===== config.mk =====
export PLATFORM = sky130hd
export DESIGN_NAME = hbus_host_port
export DESIGN_NICKNAME = d
export VERILOG_FILES = /design/src/source/hbus_pkg.sv /design/src/source/hbus_host_port.sv
export SDC_FILE = /design/constraint.sdc
export NUM_CORES = 1
export LEC_CHECK = 0
export BUFFER_PORTS_ARGS = -buffer_cell sky130_fd_sc_hd__buf_2
export CORE_ASPECT_RATIO = 0.5
export CORE_MARGIN = 2
export CORE_UTILIZATION = 40
export DETAILED_ROUTE_END_ITERATION = 7
export PLACE_DENSITY = 0.77
export SETUP_SLACK_MARGIN = 0.1
export SYNTH_ARGS = -nofsm -noshare
export SYNTH_HDL_FRONTEND = slang
export SYNTH_SLANG_ARGS = --single-unit
export TNS_END_PERCENT = 30

===== constraint.sdc =====
create_clock -name clk -period 4.15 [get_ports clk]
set_clock_uncertainty 0.05 [all_clocks]
set_input_delay 0.6225 -clock clk [delete_from_list [all_inputs] [get_ports clk]]
set_output_delay 0.6225 -clock clk [all_outputs]
set_load 0.005 [all_outputs]

===== src/source/hbus_pkg.sv =====
package hbus_pkg;

    // Bus and word widths
    localparam int DQ_WIDTH   = 8;
    localparam int WORD_WIDTH = 2 * DQ_WIDTH;

    // Timing in clk cycles
    localparam int TACC_CYCLES    = 7;
    localparam int RESET_CYCLES   = 4;
    localparam int TIMEOUT_CYCLES = 32;
    localparam int CA_BEATS       = 3;

    // Shared latency, timeout and reset counter
    localparam int CNT_WIDTH = $clog2(TIMEOUT_CYCLES + 1);

    // One-hot bit positions of the sequencer state
    localparam int NUM_STATES  = 7;
    localparam int ST_RESET    = 0;
    localparam int ST_IDLE     = 1;
    localparam int ST_COMMAND  = 2;
    localparam int ST_LATENCY  = 3;
    localparam int ST_READ     = 4;
    localparam int ST_WRITE    = 5;
    localparam int ST_ERROR    = 6;

    // Host handshake states
    localparam logic [1:0] HP_WAIT   = 2'd0;
    localparam logic [1:0] HP_ACTIVE = 2'd1;
    localparam logic [1:0] HP_ACKED  = 2'd2;

    typedef struct packed {
        logic        read;
        logic        reg_space;
        logic        linear;
        logic [28:0] addr_hi;
        logic [12:0] reserved;
        logic [2:0]  addr_lo;
    } ca_fields_t;

    // Command/address word, built by field and sent by beat
    typedef union packed {
        ca_fields_t                          ca_fields;
        logic [CA_BEATS-1:0][WORD_WIDTH-1:0] ca_beats;
    } ca_word_t;

    typedef struct packed {
        logic                  write;
        logic                  reg_space;
        logic [31:0]           addr;
        logic [WORD_WIDTH-1:0] wdata;
    } host_req_t;

    typedef struct packed {
        logic [WORD_WIDTH-1:0] rd_data;
        logic                  error;
    } host_rsp_t;

endpackage


===== src/source/hbus_host_port.sv =====
module hbus_host_port (
    input  logic                            clk,
    input  logic                            rst,
    input  logic                            req_i,
    input  hbus_pkg::host_req_t             host_req_i,
    output logic                            ack_o,
    output hbus_pkg::host_rsp_t             host_rsp_o,
    output logic                            start_o,
    output hbus_pkg::host_req_t             cmd_o,
    input  logic                            done_i,
    input  logic [hbus_pkg::WORD_WIDTH-1:0] rd_data_i,
    input  logic                            err_i
);
    import hbus_pkg::*;

    logic [1:0] state_q;
    logic       start_q;
    host_req_t  cmd_q;
    host_rsp_t  rsp_q;

    always_ff @(posedge clk or posedge rst) begin
        if (rst) begin
            state_q <= HP_WAIT;
            start_q <= 1'b0;
        end else begin
            start_q <= 1'b0;
            case (state_q)
                HP_WAIT: begin
                    if (req_i) begin
                        start_q <= 1'b1;
                        state_q <= HP_ACTIVE;
                    end
                end
                HP_ACTIVE: begin
                    if (done_i) begin
                        state_q <= HP_ACKED;
                    end
                end
                HP_ACKED: begin
                    // Ack stays up until the host lets go of req
                    if (!req_i) begin
                        state_q <= HP_WAIT;
                    end
                end
                default: begin
                    state_q <= HP_WAIT;
                end
            endcase
        end
    end

    // Request is held for the sequencer, response is held for the host
    always_ff @(posedge clk) begin
        if (state_q == HP_WAIT && req_i) begin
            cmd_q <= host_req_i;
        end
        if (state_q == HP_ACTIVE && done_i) begin
            rsp_q.rd_data <= rd_data_i;
            rsp_q.error   <= err_i;
        end
    end

    assign ack_o      = (state_q == HP_ACKED);
    assign host_rsp_o = rsp_q;
    assign start_o    = start_q;
    assign cmd_o      = cmd_q;

endmodule


==> flow_summary.toml, run 1 <==
[run_status]
outcome = "completed"

[min_path]
hold_path_class = "in -> async"

[global_routing]
grt_overflow = 0
grt_start_max_net_pins = 27
first_global_vias = 1475
grt_pass1_wl_mm = 7.003
grtUsageTotal_pct = 15.74
antenna_found_initial = 0

[synthesis]
ys_warn_count = 0
synth_area_per_cell_um2 = 27.11
post_synth_inst_count = 79
synthesis.nets = 150
yosysSeqAreaShare_pct = 97.43
synth-seq-cells = 70
yosys.cell_types.count = 10
syn_area_mm2 = 0.002142

[worst_setup_path]
critPathLaunchType = "flip-flop"
cp.required_ns = 4.09
cpMaxStageDelayCell = "nor2_4"
crit_chain = "nand2b_1 -> nor2_4 -> buf_4"
crit_fanout = 26
cp-end-kind = "flip-flop"
max_stage_delay_ns = 0.56
cp_num_buf_inv = 1
critical_path_class = "reg -> reg"
cp.arrival_ns = 1.97
cp_top_family = "simple AND/OR/NAND/NOR gates"

[final_layout]
final_cell_mix = "139 x buf_2, 67 x edfxtp_1, 9 x clkbuf_8"
num-fill-cells = 388
drive_gt1_share_pct = 66.10
area_delta_synth_final_pct = 48.36
fin_nets = 302
layout_commonest_cell = "buf_2"
antennaDiodeCount = 0

[floorplanning]
coreArea_mm2 = 0.005045
die_y_um = 55.75
dieArea_mm2 = 0.005992
io_pins = 140
fp.dieW_um = 107.5
start_util_pct = 42.46
fp-row-count = 18

[timing]
worst_pin_slew_ns = 0.6862
rsz0062_at_grt = "false"
fin_setup_tns_ns = 0
slew_headroom_pct = 54.15
finalCritPeriodShare_pct = 48.93
slew_viol_final = 0
finalSetupViolCount = 0
fin_crit_ns = 2.031
max_clock_freq_mhz = 492.5
final_hold_viol_count = 0

[power]
power.total_w = 0.001930
p_leak_nw = 1.369
power_density_mw_per_mm2 = 607.3
ir_worst_vdd_mv = 0.3477

[cts]
clk_latency_ns = 0.32
h-tree-depth = 3
cts_buffer_depth = 2
cts_hold_buf = 0
cts_tree = "done"
cts_buffers = 9
cts_resized = 0
root_buffer = "clkbuf_8"
post-cts-setup-buffers = 0
clock-sinks = 70
clk_pin_slew_worst_paths_ns = 0.06

[route]
wl_mm = 4.648
first_pass_iters = 4
drc = 0
postRouteAntennaNets = 0
wire_per_inst_um = 15.19
vias = 1296
drt_iter0_drc = 40
avgViaCountPerCell = 4.235

[place]
gp_congestion = 0.7006
numPortBuffers = 139

[run]
cap_violations = 0
-- registers in the layout, indices dropped and copies added, names as in the netlist --
signal and flops:
host_rsp_o 17, start_o 1, state_q 2, cmd_o 50
-- power by group --
part	switching, W	internal [W]	leakage (nW)
clock	0.000224	0.000399	0.115
combinational	0.000168	0.000128	0.590
sequential	0.0000458	0.000966	0.665
-- routing by layer --
| layer | track usage (%) | routed length (um) | vias to the layer above |
|---|---|---|---|
| met2 | 31.99 | 2877 | 45 |
| met1 | 14.24 | 1500 | 627 |
| met5 | 0 | 0 | - |
| met3 | 4.333 | 198 | 9 |
| li1 | - | - | 615 |
| met4 | 7.143 | 71 | 0 |
-- Yosys cell counts (all sizes together) --
| master | instances | area (um^2) |
|---|---|---|
| dfrtp | 3 | 75.07 |
| and2b | 1 | 7.510 |
| nor2 | 2 | 7.510 |
| or2b | 1 | 7.510 |
| mux2i | 1 | 10.01 |
| inv | 1 | 3.750 |
| a21oi | 1 | 8.760 |
| nand2b | 1 | 6.260 |
| nand2 | 1 | 3.750 |
| edfxtp | 67 | 2012 |
-- worst paths after layout --
path	start	to	slack (ns)	cells after the start
hold reg to reg	state_q[1]$_DFFE_PP0P_	state_q[0]$_DFFE_PP0P_	0.52	1
min in group clk	host_req_i[12]	cmd_o[12]$_DFFE_PP_	0.42	1
max in group asynchronous	rst	state_q[1]$_DFFE_PP0P_	3.80	2
setup reg to reg	state_q[0]$_DFFE_PP0P_	cmd_o[39]$_DFFE_PP_	2.12	3
setup / recovery	state_q[0]$_DFFE_PP0P_	cmd_o[39]$_DFFE_PP_	2.12	3
hold / removal	rst	state_q[0]$_DFFE_PP0P_	0.11	2
-- per-stage QoR --
stage          cells  setup slack [ns]  hold WS (ns)  instance area (um^2)  utilization [%]
5_1_grt          306             1.960       0.09514                  3178            63.00
4_1_cts          306             2.069       0.09514                  3178            63.00
2_1_floorplan     79            0.7981        0.3261                  2142                -
3_3_place_gp     290             1.951        0.4467                  2948            58.43
6_report         306             2.119        0.1111                  3178            63.00
3_5_place_dp     290             1.876        0.4496                  2948            58.43
-- cells by family (layout without fill, tap and decap cells) --
group | count (synthesis) | in the layout | share of synthesized area, %
compound gates | 1 | 1 | 0.4090
buf+inv | 1 | 158 | 0.1751
mux | 1 | 1 | 0.4673
simple gates | 6 | 6 | 1.519
flops | 70 | 70 | 97.43
-- area by class of cell --
cell class	instances	area, um^2	area share (%)
Clock buffer	12	135.1	4.252
Clock inverter	4	95.09	2.992
Inverter	1	3.754	0.1181
Multi-Input combinational cell	8	58.81	1.850
Sequential cell	70	2087	65.67
Tap cell	70	87.58	2.756
Timing Repair Buffer	141	710.7	22.36
No activity file was read; power rests on OpenSTA's default activity.
==> run 2: changes to the inputs <==
ABC_AREA = 1   (was default)
clock period = 1.9 ns   (was 4.15 ns; I/O delays follow)
==> run 2 against run 1 <==
Effect of this change:
- critical path depth is 1 higher
- routed wire length is 5.2% lower
- highest routed layer unchanged
- synthesized cell count is 6.3% higher
- first-iteration DRC count is 38% higher
- synthesized area hardly changed
- via count hardly changed
- largest power group unchanged
- critical endpoint is now cmd_o[35]$_DFFE_PP_
- cell count is 1.6% higher
- fmax is 46% higher
- combinational power is 120% higher
- worst setup slack worse by 1.6 ns
- die area hardly changed
==> flow_summary.toml, run 2 <==
[route]
vias = 1297
avgViaCountPerCell = 4.170
wl_mm = 4.404
drt_iter0_drc = 55
first_pass_iters = 4
wire_per_inst_um = 14.16
drc = 0
postRouteAntennaNets = 0

[floorplanning]
start_util_pct = 42.49
dieArea_mm2 = 0.005995
fp.dieW_um = 107.5
die_y_um = 55.76
io_pins = 140
coreArea_mm2 = 0.005045
fp-row-count = 18

[run_status]
outcome = "completed"

[final_layout]
multi_input_area_um2 = 33.78
layout.cells.non_filler = 311
fin_nets = 308
final_cell_mix = "139 x buf_2, 67 x edfxtp_1, 9 x clkbuf_8"
antennaDiodeCount = 0
num-fill-cells = 393
post-route-util_pct = 62.40
area_delta_synth_final_pct = 46.88
ff_latch_area_mm2 = 0.002087
largest_register_ff_count = 50
drive_gt1_share_pct = 64.32
layout_commonest_cell = "buf_2"

[synthesis]
synth_xor_area_share_pct = 0
synthTopCellsByArea = "edfxtp_1 94%, dfrtp_1 3.5%, inv_1 1.1%, nand3_1 0.70%, nand2_1 0.53%"
synth_edf_count = 67
ys_warn_count = 0
yosys.area.top_type = "edfxtp_1"
synth_common_cells = "67 x edfxtp_1, 6 x inv_1, 3 x dfrtp_1, 3 x nand2_1, 3 x nand3_1"
synth-seq-cells = 70
synth_area_per_cell_um2 = 25.52
async_flop_share_pct = 4.286
yosysMostFrequentCell = "edfxtp_1"
synth_top_family_by_area = "simple AND/OR/NAND/NOR gates"
syn_area_mm2 = 0.002143
synth_compound_area_share_pct = 0
synth.top_cell.area_share_pct = 93.87
yosysSeqAreaShare_pct = 97.37
yosys.cell_types.count = 6
synth_fa_ha_area_share_pct = 0
synth-simple-area-share_pct = 1.576
yosys-mux-area-fraction_pct = 0
synth_flop_cell = "edfxtp_1"
post_synth_inst_count = 84
synthesis.nets = 155

[min_path]
hold_depth = 1
worstHoldEndpoint = "cmd_o[2]$_DFFE_PP_"
hp-start = "host_req_i[2]"
hold_path_class = "in -> reg"

[power]
power_density_mw_per_mm2 = 1249
p_leak_nw = 1.372
ir_worst_vdd_mv = 0.6168

[cts]
clock-sinks = 70
cts_tree = "done"
root_buffer = "clkbuf_8"
clk_pin_slew_worst_paths_ns = 0.07
clk_latency_ns = 0.33
post-cts-setup-buffers = 0
h-tree-depth = 3
cts_buffers = 9
cts_buffer_depth = 2

[worst_setup_path]
r2r_end = "cmd_o[35]$_DFFE_PP_"
critical_path_class = "reg -> reg"
reg2reg_from = "state_q[0]$_DFFE_PP0P_"
r2r_slack_ns = 0.51
critPathLaunchType = "flip-flop"
rr_worst_depth = 4
cp.arrival_ns = 1.35
cp.required_ns = 1.86
crit_fanout = 51
cp-end-kind = "flip-flop"

[run]
cap_violations = 0

[timing]
slew_viol_final = 0
max_clock_freq_mhz = 718.5
final_hold_viol_count = 0
worst_pin_slew_ns = 0.2612
fin_setup_tns_ns = 0
slew_headroom_pct = 82.59
fin_crit_ns = 1.392
rsz0062_at_grt = "false"
setup_ws_ns = 0.5082
finalSetupViolCount = 0
finalCritPeriodShare_pct = 73.25

[global_routing]
grt_pass1_wl_mm = 6.451
grtUsageTotal_pct = 15.00
grt_start_max_net_pins = 52
antenna_found_initial = 0
first_global_vias = 1351
grt_overflow = 0

[place]
preCtsSetupSlack_ns = 0.5098
gp_congestion = 0.7256
place_hpwl_mm = 3.350
numPortBuffers = 139
dpl.cell_count = 295
==> run 2: cell types whose count changed in the layout (fill, tap and decap cells not counted), sizes merged, moves of 2 or more <==
cell,change
bufinv,-2
clkinv,+2
nand2,+2
inv,+4
nand3,+3
==> run 2: stage by stage <==
| stage | cell area, um^2 | hold slack (ns) | total power [W] |
|---|---|---|---|
| finish | 3148 | 0.07467 | 0.003931 |
| global route | 3148 | 0.04341 | 0.004124 |
| CTS | 3148 | 0.05564 | 0.003994 |
| detailed placement | 2958 | 0.1085 | 0.002897 |
| global placement | 2958 | 0.1072 | 0.002859 |
| floorplan | 2147 | -0.01136 | 0.002448 |
==> run 2: worst max path at each step <==
| stage | from | endpoint | slack (ns) | depth (start not counted) |
|---|---|---|---|---|
| 2_1_floorplan | state_q[0]$_DFFE_PP0P_ | cmd_o[0]$_DFFE_PP_ | 0.20 | 3 |
| 3_3_place_gp | state_q[0]$_DFFE_PP0P_ | cmd_o[22]$_DFFE_PP_ | 0.57 | 4 |
| 3_5_place_dp | state_q[0]$_DFFE_PP0P_ | cmd_o[39]$_DFFE_PP_ | 0.51 | 4 |
| 4_1_cts | state_q[0]$_DFFE_PP0P_ | cmd_o[16]$_DFFE_PP_ | 0.49 | 4 |
| 5_1_grt | state_q[0]$_DFFE_PP0P_ | cmd_o[4]$_DFFE_PP_ | 0.44 | 4 |
| 6_report | state_q[0]$_DFFE_PP0P_ | cmd_o[35]$_DFFE_PP_ | 0.51 | 4 |
==> run 2: per-layer routing <==
metal  track usage, %  share of wire (%)  vias up
met5                0                  0        -
met4            5.678               0.93        0
met3            7.026                5.1        4
met2            26.77                 59       38
met1            15.37                 35      631
li1                 -                  -      624
==> run 2: critical path: stages, from the launching register on <==
cell,delay [ns]
dfrtp_1,0.42
nor2_1,0.13
nand2_1,0.11
clkinvlp_4,0.10
buf_12,0.25
==> run 2: where the power goes <==
group	internal, W	switching [W]
sequential	0.00210	0.0000846
clock	0.000597	0.000490
combinational	0.000285	0.000372
==> run 2: kinds of logic after synthesis <==
kind of cell / count (synthesis)
and+or+nand+nor: 8
DFF: 70
buffers and inverters: 6
==> run 2: what timing repair did <==
item | CTS | global route
resized for setup | 0 | 0
hold buffers | 1 | 0
hold endpoints to repair | 3 | 0
endpoints found under the setup margin | 0 | 0
==> run 2: cell type report <==
cell class                      count  area share, %
Clock buffer                       11          4.173
Clock inverter                      4          1.550
Inverter                            6         0.8347
Multi-Input combinational cell      8          1.073
Sequential cell                    70          66.30
Tap cell                           70          2.782
Timing Repair Buffer              142          23.29
==> run 3: changes to the inputs <==
clock period = 1.3 ns   (was 1.9 ns; I/O delays follow)
==> run 3 against run 2 <==
Effect of this change:
- the flow now finishes with violations (setup timing)
- fmax rose by 4.9%
- clock power rose by 28%
- register-to-register slack got worse by 0.53 ns
- final area rose by 23%
- worst hold slack improved by 0.00066 ns
- critical path type unchanged
- highest routed layer unchanged
==> flow_summary.toml, run 3 (synthesis gave the netlist of run 2 again) <==
[worst_setup_path]
cp.arrival_ns = 1.31
cp-end-kind = "flip-flop"
critPathLaunchType = "flip-flop"
cp.required_ns = 1.29
critical_path_class = "reg -> reg"
crit_fanout = 24

[min_path]
hold_path_class = "in -> reg"

[global_routing]
grt_start_max_net_pins = 25
grt_overflow = 0
first_global_vias = 1736
grtUsageTotal_pct = 20.30
grt_pass1_wl_mm = 8.769
antenna_found_initial = 0

[floorplanning]
coreArea_mm2 = 0.005045
start_util_pct = 42.49
io_pins = 140
die_y_um = 55.76
fp-row-count = 18
dieArea_mm2 = 0.005995
fp.dieW_um = 107.5

[final_layout]
area_delta_synth_final_pct = 80.03
largest_register_ff_count = 50
ff_latch_area_mm2 = 0.002087
final_cell_mix = "139 x buf_2, 68 x dlygate4sd3_1, 67 x edfxtp_1"
fin_nets = 379
num-fill-cells = 311
layout_commonest_cell = "buf_2"
drive_gt1_share_pct = 51.12
postLayoutCellArea_mm2 = 0.003859
multi_input_area_um2 = 33.78
antennaDiodeCount = 0

[cts]
cts_tree = "done"
clk_latency_ns = 0.33
cts_buffer_depth = 2
h-tree-depth = 3
clk_pin_slew_worst_paths_ns = 0.07
cts_buffers = 9
root_buffer = "clkbuf_8"
clock-sinks = 70

[route]
first_pass_iters = 4
postRouteAntennaNets = 0
drc = 0
vias = 1603
wl_mm = 5.793
drt_iter0_drc = 47
avgViaCountPerCell = 4.185
wire_per_inst_um = 15.13

[timing]
slew_headroom_pct = 90.80
final_hold_viol_count = 0
finalCritPeriodShare_pct = 102.0
whs_ns = 0.07533
worst_pin_slew_ns = 0.1376
setup_ws_ns = -0.02637
rsz0062_at_grt = "true"
fin_setup_tns_ns = -0.9555
fin_crit_ns = 1.326
finalSetupViolCount = 48
slew_viol_final = 0
max_clock_freq_mhz = 753.9

[place]
gp_congestion = 0.7604
place_area_mm2 = 0.003005
preCtsSetupSlack_ns = 0.02822
place_hpwl_mm = 3.514
numPortBuffers = 139

[power]
power_density_mw_per_mm2 = 1533
ir_worst_vdd_mv = 0.7800
p_leak_nw = 1.666

[run_status]
outcome = "complete, but fails checks"
violations = "setup timing"

[run]
cap_violations = 0
[run 3: changes by cell type in the layout (fill, tap and decap cells not counted), sizes merged]
cell,previous run,this run
clkinvlp,1,2
bufinv,1,0
dlygate4sd3,1,68
clkinv,3,4
buf,141,145
[run 3: repair_timing]
| action | 4_1_cts | 5_1_grt |
|---|---|---|
| endpoints found under the hold margin | 70 | 0 |
| hold buffers | 68 | 0 |
| pin swaps | 1 | 0 |
| setup buffers | 1 | 0 |
| gates resized for setup | 2 | 1 |
| setup endpoints to repair | 51 | 68 |
[run 3: layout make-up]
cell class                 instances  area share, %
clock buffer                      11          3.405
clock inverter                     5         0.6809
inverter                           6         0.6809
multi-input combinational          8         0.8755
sequential                        70          54.09
tap                               70          2.270
timing repair buffer             213          38.00
[run 3: metal layers]
metal	up-vias	global-route usage, %	wire length [um]
li1	767	-	-
met1	764	22.28	2042
met2	59	37.20	3334
met3	13	5.504	284
met4	0	8.608	131
met5	-	0	0
[run 3: final timing paths]
check / from / endpoint / slack, ns / depth (start not counted)
hold / removal: req_i / state_q[1]$_DFFE_PP0P_ / 0.08 / 3
max in group asynchronous: rst / state_q[0]$_DFFE_PP0P_ / 0.81 / 3
min in group asynchronous: rst / state_q[1]$_DFFE_PP0P_ / 0.25 / 3
setup reg to reg: state_q[1]$_DFFE_PP0P_ / cmd_o[7]$_DFFE_PP_ / -0.03 / 4
hold reg to reg: state_q[1]$_DFFE_PP0P_ / state_q[1]$_DFFE_PP0P_ / 0.50 / 2
setup / recovery: state_q[1]$_DFFE_PP0P_ / cmd_o[7]$_DFFE_PP_ / -0.03 / 4
[run 3: power breakdown]
part           internal (W)  switching, W  total [W]
clock              0.000676      0.000727    0.00140
sequential          0.00307      0.000133    0.00320
combinational      0.000675      0.000632    0.00131
[run 3: worst max-delay path, cell delays in order (launching register included)]
cell and delay [ns]:
dfrtp_1 0.40, nor2_1 0.13, nand2_1 0.12, clkinvlp_4 0.15
buf_12 0.19
[run 3: stage by stage]
| step | power (W) | std cells | utilization (%) |
|---|---|---|---|
| finish | 0.005915 | 383 | 76.49 |
| floorplan | 0.003577 | 84 | - |
| CTS | 0.005945 | 383 | 76.49 |
| global route | 0.006203 | 383 | 76.49 |
| detailed placement | 0.004345 | 298 | 59.57 |
| global placement | 0.004294 | 298 | 59.57 |
